`src/verilog/tile_config.svh`:
```
// widths, region layout and control register reset values for the tile endpoint
// all addresses are word addresses; region bits are absolute positions in them
// every value here is fixed for the whole mesh, none varies per tile
`ifndef TILE_CONFIG_SVH
`define TILE_CONFIG_SVH

// datapath
`define TILE_DATA_WIDTH 32
`define TILE_MASK_WIDTH 4
`define TILE_ADDR_WIDTH 16

// data memory region 0x400-0x7ff
`define TILE_DMEM_ADDR_WIDTH 10

// instruction cache region 0x1000-0x1fff, pc is tag over index
`define TILE_ICACHE_INDEX_WIDTH 10
`define TILE_ICACHE_TAG_WIDTH 2
`define TILE_PC_WIDTH 12

// control registers 0x80-0xff, indices 0..4 are mapped
`define TILE_CSR_ADDR_WIDTH 8
`define TILE_X_WIDTH 4
`define TILE_Y_WIDTH 4

`define TILE_FREEZE_RESET 1
`define TILE_TGO_X_RESET 0
`define TILE_TGO_Y_RESET 1
`define TILE_PC_INIT_RESET 0
`define TILE_DRAM_ENABLE_RESET 1

`define TILE_INVALID_RESPONSE 32'hdead_beef

`endif

```
`src/verilog/tile_pkg.sv`:
```
// types shared by the endpoint blocks
// epa_addr_u overlays the data memory and control register decodes on one address
`default_nettype none

`include "tile_config.svh"

package tile_pkg;

  // part_sel picks the byte; bit 1 of it picks the halfword
  typedef struct packed {
    logic       is_unsigned_op;
    logic       is_byte_op;
    logic       is_hex_op;
    logic [1:0] part_sel;
  } load_info_s;

  typedef union packed {
    struct packed {
      logic [`TILE_ADDR_WIDTH-`TILE_DMEM_ADDR_WIDTH-2:0] high;
      logic                                             region;
      logic [`TILE_DMEM_ADDR_WIDTH-1:0]                 index;
    } dmem_view;
    // register index lives in the low bits below the region bit
    struct packed {
      logic [`TILE_ADDR_WIDTH-`TILE_CSR_ADDR_WIDTH-1:0] high;
      logic                                            region;
      logic [`TILE_CSR_ADDR_WIDTH-2:0]                 index;
    } csr_view;
  } epa_addr_u;

endpackage

`default_nettype wire

```
`src/verilog/load_packer.sv`:
```
// shapes a data memory word into the value a load returns
// byte and halfword loads are sign or zero extended, word loads pass through
`timescale 1ns/1ps
`default_nettype none

`include "tile_config.svh"

module load_packer (
  input  wire logic [`TILE_DATA_WIDTH-1:0] mem_data_i,
  input  wire tile_pkg::load_info_s        load_info_i,
  output logic [`TILE_DATA_WIDTH-1:0]      load_data_o
);

  logic [7:0]  byte_sel;
  logic [15:0] half_sel;
  logic        byte_sign;
  logic        half_sign;

  assign byte_sel = mem_data_i[8*load_info_i.part_sel +: 8];
  assign half_sel = mem_data_i[16*load_info_i.part_sel[1] +: 16];

  // fill bit is zero for unsigned loads
  assign byte_sign = ~load_info_i.is_unsigned_op & byte_sel[7];
  assign half_sign = ~load_info_i.is_unsigned_op & half_sel[15];

  always_comb begin
    if (load_info_i.is_byte_op) begin
      load_data_o = {{(`TILE_DATA_WIDTH-8){byte_sign}}, byte_sel};
    end else if (load_info_i.is_hex_op) begin
      load_data_o = {{(`TILE_DATA_WIDTH-16){half_sign}}, half_sel};
    end else begin
      load_data_o = mem_data_i;
    end
  end

endmodule

`default_nettype wire

```
`src/verilog/network_rx.sv`:
```
// receive side of the tile endpoint
// decodes a request into data memory, instruction cache or control registers,
// accepts it once the target can take it and answers one cycle later
// cache reads and unmapped addresses are accepted and answered with the invalid word
`timescale 1ns/1ps
`default_nettype none

`include "tile_config.svh"

module network_rx (
  input  wire logic                             clk_i,
  input  wire logic                             reset_i,
  input  wire logic                             v_i,
  input  wire logic                             w_i,
  input  wire logic [`TILE_ADDR_WIDTH-1:0]      addr_i,
  input  wire logic [`TILE_DATA_WIDTH-1:0]      data_i,
  input  wire logic [`TILE_MASK_WIDTH-1:0]      mask_i,
  input  wire tile_pkg::load_info_s             load_info_i,
  input  wire logic                             remote_dmem_yumi_i,
  input  wire logic [`TILE_DATA_WIDTH-1:0]      remote_dmem_data_i,
  input  wire logic                             icache_yumi_i,
  output logic                                  yumi_o,
  output logic                                  returning_data_v_o,
  output logic [`TILE_DATA_WIDTH-1:0]           returning_data_o,
  output logic                                  remote_dmem_v_o,
  output logic                                  remote_dmem_w_o,
  output logic [`TILE_DMEM_ADDR_WIDTH-1:0]      remote_dmem_addr_o,
  output logic [`TILE_MASK_WIDTH-1:0]           remote_dmem_mask_o,
  output logic [`TILE_DATA_WIDTH-1:0]           remote_dmem_data_o,
  output logic                                  icache_v_o,
  output logic [`TILE_PC_WIDTH-1:0]             icache_pc_o,
  output logic [`TILE_DATA_WIDTH-1:0]           icache_instr_o,
  output logic                                  freeze_o,
  output logic [`TILE_X_WIDTH-1:0]              tgo_x_o,
  output logic [`TILE_Y_WIDTH-1:0]              tgo_y_o,
  output logic [`TILE_PC_WIDTH-1:0]             pc_init_val_o,
  output logic                                  dram_enable_o
);

  import tile_pkg::*;

  epa_addr_u addr_u;

  logic is_dmem;
  logic is_icache;
  logic is_csr;
  logic csr_valid;
  logic accept;

  // owed response, one cycle deep
  logic       send_dmem_r;
  logic       send_csr_r;
  logic       send_zero_r;
  logic       send_invalid_r;
  logic [2:0] csr_sel_r;
  load_info_s load_info_r;

  logic [`TILE_DATA_WIDTH-1:0] load_data;

  assign addr_u = addr_i;

  assign is_dmem = addr_u.dmem_view.region & (addr_u.dmem_view.high == '0);
  assign is_icache = addr_i[`TILE_PC_WIDTH]
    & (addr_i[`TILE_ADDR_WIDTH-1:`TILE_PC_WIDTH+1] == '0);
  assign is_csr = addr_u.csr_view.region & (addr_u.csr_view.high == '0);
  assign csr_valid = is_csr & (addr_u.csr_view.index < 7'd5);

  // memories only accept while the request is valid
  always_comb begin
    remote_dmem_v_o = 1'b0;
    icache_v_o      = 1'b0;
    if (is_dmem) begin
      remote_dmem_v_o = v_i;
      yumi_o          = remote_dmem_yumi_i;
    end else if (is_icache & w_i) begin
      icache_v_o = v_i;
      yumi_o     = icache_yumi_i;
    end else begin
      yumi_o = v_i;
    end
  end

  assign accept = v_i & yumi_o;

  assign remote_dmem_w_o    = w_i;
  assign remote_dmem_addr_o = addr_u.dmem_view.index;
  assign remote_dmem_mask_o = mask_i;
  assign remote_dmem_data_o = data_i;
  assign icache_pc_o        = addr_i[`TILE_PC_WIDTH-1:0];
  assign icache_instr_o     = data_i;

  always_ff @(posedge clk_i) begin
    if (reset_i) begin
      freeze_o       <= 1'(`TILE_FREEZE_RESET);
      tgo_x_o        <= `TILE_X_WIDTH'(`TILE_TGO_X_RESET);
      tgo_y_o        <= `TILE_Y_WIDTH'(`TILE_TGO_Y_RESET);
      pc_init_val_o  <= `TILE_PC_WIDTH'(`TILE_PC_INIT_RESET);
      dram_enable_o  <= 1'(`TILE_DRAM_ENABLE_RESET);
      send_dmem_r    <= 1'b0;
      send_csr_r     <= 1'b0;
      send_zero_r    <= 1'b0;
      send_invalid_r <= 1'b0;
    end else begin
      if (accept & w_i & csr_valid) begin
        case (addr_u.csr_view.index[2:0])
          3'd0: freeze_o <= data_i[0];
          3'd1: tgo_x_o <= data_i[`TILE_X_WIDTH-1:0];
          3'd2: tgo_y_o <= data_i[`TILE_Y_WIDTH-1:0];
          // word-aligned pc, low two bits dropped
          3'd3: pc_init_val_o <= data_i[2 +: `TILE_PC_WIDTH];
          default: dram_enable_o <= data_i[0];
        endcase
      end
      send_dmem_r    <= accept & ~w_i & is_dmem;
      send_csr_r     <= accept & ~w_i & csr_valid;
      send_zero_r    <= accept & w_i & (is_dmem | is_icache | csr_valid);
      send_invalid_r <= accept & ~(is_dmem | (is_icache & w_i) | csr_valid);
    end
  end

  always_ff @(posedge clk_i) begin
    if (accept) begin
      load_info_r <= load_info_i;
      csr_sel_r   <= addr_u.csr_view.index[2:0];
    end
  end

  load_packer i_load_packer (
    .mem_data_i  (remote_dmem_data_i),
    .load_info_i (load_info_r),
    .load_data_o (load_data)
  );

  assign returning_data_v_o = send_dmem_r | send_csr_r | send_zero_r | send_invalid_r;

  always_comb begin
    returning_data_o = '0;
    if (send_dmem_r) begin
      returning_data_o = load_data;
    end else if (send_invalid_r) begin
      returning_data_o = `TILE_INVALID_RESPONSE;
    end else if (send_csr_r) begin
      case (csr_sel_r)
        3'd0: returning_data_o = `TILE_DATA_WIDTH'(freeze_o);
        3'd1: returning_data_o = `TILE_DATA_WIDTH'(tgo_x_o);
        3'd2: returning_data_o = `TILE_DATA_WIDTH'(tgo_y_o);
        3'd3: returning_data_o = `TILE_DATA_WIDTH'({pc_init_val_o, 2'b00});
        default: returning_data_o = `TILE_DATA_WIDTH'(dram_enable_o);
      endcase
    end
  end

endmodule

`default_nettype wire

```
`config.mk`:
```
export PLATFORM = sky130hd
export DESIGN_NAME = network_rx
export DESIGN_NICKNAME = d
export VERILOG_FILES = /design/src/verilog/tile_pkg.sv /design/src/verilog/load_packer.sv /design/src/verilog/network_rx.sv
export VERILOG_INCLUDE_DIRS = /design/src /design/src/verilog
export SDC_FILE = /design/constraint.sdc
export NUM_CORES = 1
export LEC_CHECK = 0
export BUFFER_PORTS_ARGS = -buffer_cell sky130_fd_sc_hd__buf_4
export CELL_PAD_IN_SITES_DETAIL_PLACEMENT = 0
export CELL_PAD_IN_SITES_GLOBAL_PLACEMENT = 2
export CORE_MARGIN = 4
export CORE_UTILIZATION = 22
export CTS_CLUSTER_DIAMETER = 80
export DETAILED_ROUTE_END_ITERATION = 6
export PLACE_DENSITY = 0.87
export SETUP_SLACK_MARGIN = 0.2
export SLEW_MARGIN = 15
export SYNTH_ARGS = -nofsm -noshare
export SYNTH_HDL_FRONTEND = slang
export SYNTH_HIERARCHICAL = 1
export SYNTH_SLANG_ARGS = --single-unit
export TNS_END_PERCENT = 30
```
`constraint.sdc`:
```
create_clock -name clk_i -period 3.5 [get_ports clk_i]
set_input_delay 0.875 -clock clk_i [delete_from_list [all_inputs] [get_ports clk_i]]
set_output_delay 0.875 -clock clk_i [all_outputs]
set_load 0.05 [all_outputs]
```
# == Word level (Yosys, flattened, before mapping) ==
# Cells that the tools add are included.
# op_classes
bitwise_logic,26
add_sub_neg,0
n_mux,11
n_shift,2
div_mod_pow,0
order_cmp,1
n_reduce_logical,11
multipliers,0
eq_ne,6
# op_table
operator,n
$mux W32,4
$pmux W14 S4,1
$shiftx A32 B6 Y16,1
$shiftx A32 B6 Y8,1
$and A1 B1 Y1,15
$mux W14,1
$eq A3 B2 Y1 const B,4
$reduce_and A2 Y1,5
$logic_not A3 Y1,3
$logic_not A8 Y1,1
$lt A7 B3 Y1 const B,1
$or A1 B1 Y1,7
$eq A3 B1 Y1 const B,2
$logic_not A5 Y1,1
$mux W1,5
$not A1 Y1,4
$reduce_or A4 Y1,1
# word_totals
rom_bits,0
mem_count,0
input_bits,95
out_inout_bits,149
reg_bits,34
ramBits,0
latchBits,0

# == Longest topological paths before layout ==
# depth
word_depth,9
mapped_depth,7
ltp_nobuf,5

# == Hierarchy ==
# Netlist, hierarchy kept.
# modules_own_cells
mod,area_each_um2,seq_area_each_um2,cells_each,instances
network_rx,2572.5,760.7,320,1
load_packer,802.0,0.0,110,1

# == Worst setup path after synthesis ==
# No wires, ideal clock.
# synth_path
path_kind,input to output
from,input remote_dmem_data_i[7]
to,output returning_data_o[11]
t_required_ns,2.625
stages,5
arrival_time_ns,2.281
slack_ns,0.344
path_cell_list,mux2_4 > a221oi_4 > buf_6 > a21oi_1 > a221o_1
# synth_via
elab_chain_len,4
# synth_lines
item,line_no,source
"start, declared",network_rx.sv:20,"input wire logic [`TILE_DATA_WIDTH-1:0] remote_dmem_data_i,"
$shiftx A32 B6 Y8,load_packer.sv:19,assign byte_sel = mem_data_i[8*load_info_i.part_sel +: 8];
$and A1 B1 Y1,load_packer.sv:23,assign byte_sign = ~load_info_i.is_unsigned_op & byte_sel[7];
$mux W32,load_packer.sv:27,if (load_info_i.is_byte_op) begin
via load_data[11],network_rx.sv:58,logic [`TILE_DATA_WIDTH-1:0] load_data;
$mux W32,network_rx.sv:138,if (send_dmem_r) begin
"end, declared",network_rx.sv:24,"output logic [`TILE_DATA_WIDTH-1:0] returning_data_o,"
# The timed path passes the listed nets, and every way through them passes these cells.

# == Final worst setup path ==
# layout_path
from,input remote_dmem_data_i[7]
to,output returning_data_o[9]
# Same word-level chain as after synthesis.

==> reports/summary.txt <==
clk_lat worst skew = 280 ps
Top Ports = 244
Root Driver = clkbuf_16
Inserted Diodes = 0
Setup Viol. Count Final = 0
status = finished, final reports clean
final global-route overflow total = 0
crit path launch type = input pin
R2R Setup Slk = 2790 ps
sequence of cells on the critical path = buf_4 -> mux2_4 -> a221oi_4 -> buf_6 -> a21oi_1 -> a221o_1 -> buf_4
final core area utilization = 0.290
Filler cells = 1626
Mapped Cells = 430
Residual DRC = 0
GRT Util Overall = 0.129
Worst R2R Path Depth = 2
combinational share of power = 0.391
Final period util = 0.916
Die Span X = 132 µm
P per Cell Area = 325 nW/µm²
commonest cells after routing, fill and taps aside = buf_4 (192), a21oi_1 (50), nand2_1 (31)
most used cell, CP = buf_4
H-tree depth = 2
wire length per cell = 17.0 µm
Leakage = 2.01 nW
Clock Power Share = 0.312
Fin. Hold Viols = 0
sw frac = 0.370
Worst setup EP type = primary output
CP max stage delay = 350 ps
Psw = 527 µW
Ys Warns = 6
VDD IR-drop max = 0.152 mV
CP required = 2620 ps
Worst Skew = 0 ps
Clock Path Buffers = 2
internal power = 896 µW
Max Slew Vio Count = 0
most common cell after layout, fill and taps aside = buf_4
Multi-input gate area = 1760 µm²
Worst-path clk slew = 50 ps
worst hold slack = 496 ps
peak fanout along the critical path = 9
cell area after synthesis = 3370 µm²
RSZ-0062 raised after global routing = false
GPL Wtd Cong = 0.813
CTS tree = done
DRT Wirelength = 11900 µm
hold_buf cts = 0
first-pass GRT wire length = 18600 µm
ys flop type = dfxtp_1
register bit count reported by yosys = 34
Post-synth EDFFs = 8
kind of critical path = input pin to primary output
largest net degree at the start of global routing = 26
Worst Tran Pin Value = 1020 ps
hold path cells = 2
DR vias/cell = 4.71
maxcap violations = 0
core box area = 15100 µm²
Row Count = 45
Levels on crit path = 7
DR iter-0 viols = 204
Slew headroom = 0.313
Netlist cell types = 45
type of the worst min-delay path = register to register
initial antenna violation count = 0
Vert. Die Dim = 132 µm
initial core utilization = 0.224
Avg Cell Area, Syn = 7.85 µm²
CP delay by family, top = compound AO/OA/AOI/OAI gates
drt first pass iters = 4
Net Count, Synth = 525
Final TNS setup = 0 ps
Die Area = 17400 µm²
Async SR Flop Fraction = 0
DR vias = 3300
register area share after synthesis = 0.225
Layout Nets = 607
crit path DAT = 2330 ps
Register Area = 761 µm²
Final HPWL DP = 9930 µm
area grow syn2layout = 29.8%
vias in the first global route = 3325
CP max-delay cell = a221o_1
fin cells = 701
port bufs = 181
layout cells sized above 1 = 0.415
WP buf/inv = 3
post-route ant nets = 0
Max Fclk = 0.312 GHz
part of the power in registers = 0.297
Clock Sinks = 34
placed cells = 693
min Tclk post-route = 3200 ps
CTS buffer count = 5
synth_stat cells (2+ instances only):
cell	instances	area, µm²
a221oi_1	7	61.3
nand2b_1	18	113
o2bb2ai_1	2	17.5
buf_2	6	30.0
nand3_1	23	115
nor2_1	10	37.5
and3_1	9	56.3
mux2i_1	26	260
o21bai_1	3	22.5
a22o_1	3	26.3
nor3_1	7	35.0
nor2b_1	11	68.8
dfxtp_1	26	521
a211oi_1	10	75.1
buf_6	5	56.3
mux2_2	3	33.8
nand2_1	31	116
and2_1	8	50.1
a221o_1	9	90.1
a21oi_1	50	250
nand3b_1	3	22.5
clkbuf_1	14	52.6
edfxtp_1	8	240
o21ai_0	18	90.1
inv_1	4	15.0
buf_4	92	691
a31oi_1	2	12.5
o21ai_1	5	25.0
tightest hold or removal path: cells and delay by family (launching register included):
kind            cells  cell delay [ps]
compound gates      2              130
flops               1              320
logic make-up (layout without fill, tap and decap cells):
| logic type | count (synthesis) | count (layout) | share of synthesized area |
|---|---|---|---|
| buffers and inverters | 123 | 206 | 0.252 |
| AND/OR/NAND/NOR | 131 | 131 | 0.218 |
| flip-flops | 34 | 34 | 0.225 |
| AO/OA/AOI/OAI | 112 | 112 | 0.213 |
| multiplexers | 30 | 30 | 0.0916 |
worst paths after layout:
path	end	start
setup / recovery	returning_data_o[9]	remote_dmem_data_i[7]
hold / removal	pc_init_val_o[4]	pc_init_val_o[4]
setup reg to reg	pc_init_val_o[2]	pc_init_val_o[2]
hold reg to reg	pc_init_val_o[4]	pc_init_val_o[4]
flip-flops by register name, indices dropped and copies added, names as in the netlist, 3 cells and up:
signal	flops
pc_init_val_o	12
csr_sel_r	3
tgo_x_o	4
load_info_r	5
tgo_y_o	4
layer usage:
| metal | up-vias | share of wire | global-route usage |
|---|---|---|---|
| met5 | - | 0 | 0 |
| met4 | 0 | 0.010 | 0.0280 |
| met3 | 25 | 0.061 | 0.0282 |
| met2 | 119 | 0.51 | 0.232 |
| met1 | 1548 | 0.42 | 0.159 |
| li1 | 1608 | - | - |
metrics by stage:
stage	instance area (µm²)	power (mW)	worst slack [ps]
6_report	4380	1.42	295
5_1_grt	4380	1.48	217
3_5_place_dp	4230	0.991	262
2_1_floorplan	3370	0.938	344
3_3_place_gp	4230	0.986	285
4_1_cts	4380	1.44	258
repair_timing:
item | 4_1_cts | 5_1_grt
hold endpoints to repair | 0 | 0
setup endpoints to repair | 0 | 1
gates resized for setup | 0 | 1
setup buffers | 0 | 0
power groups by stage:
| stage | Combinational [mW] | Clock, mW | Sequential, mW |
|---|---|---|---|
| finish | 0.557 | 0.444 | 0.422 |
| global route | 0.593 | 0.468 | 0.424 |
| CTS | 0.562 | 0.452 | 0.422 |
| detailed placement | 0.560 | 0 | 0.431 |
| global placement | 0.555 | 0 | 0.431 |
| floorplan | 0.510 | 0 | 0.427 |
final cells by class:
| type | count | share of cell area |
|---|---|---|
| Timing Repair Buffer | 193 | 0.332 |
| Sequential cell | 34 | 0.174 |
| Multi-Input combinational cell | 273 | 0.402 |
| Clock inverter | 2 | 0.00286 |
| Inverter | 5 | 0.00428 |
| Tap cell | 188 | 0.0537 |
| Clock buffer | 6 | 0.0317 |
No activity file was read; power rests on OpenSTA's default activity.
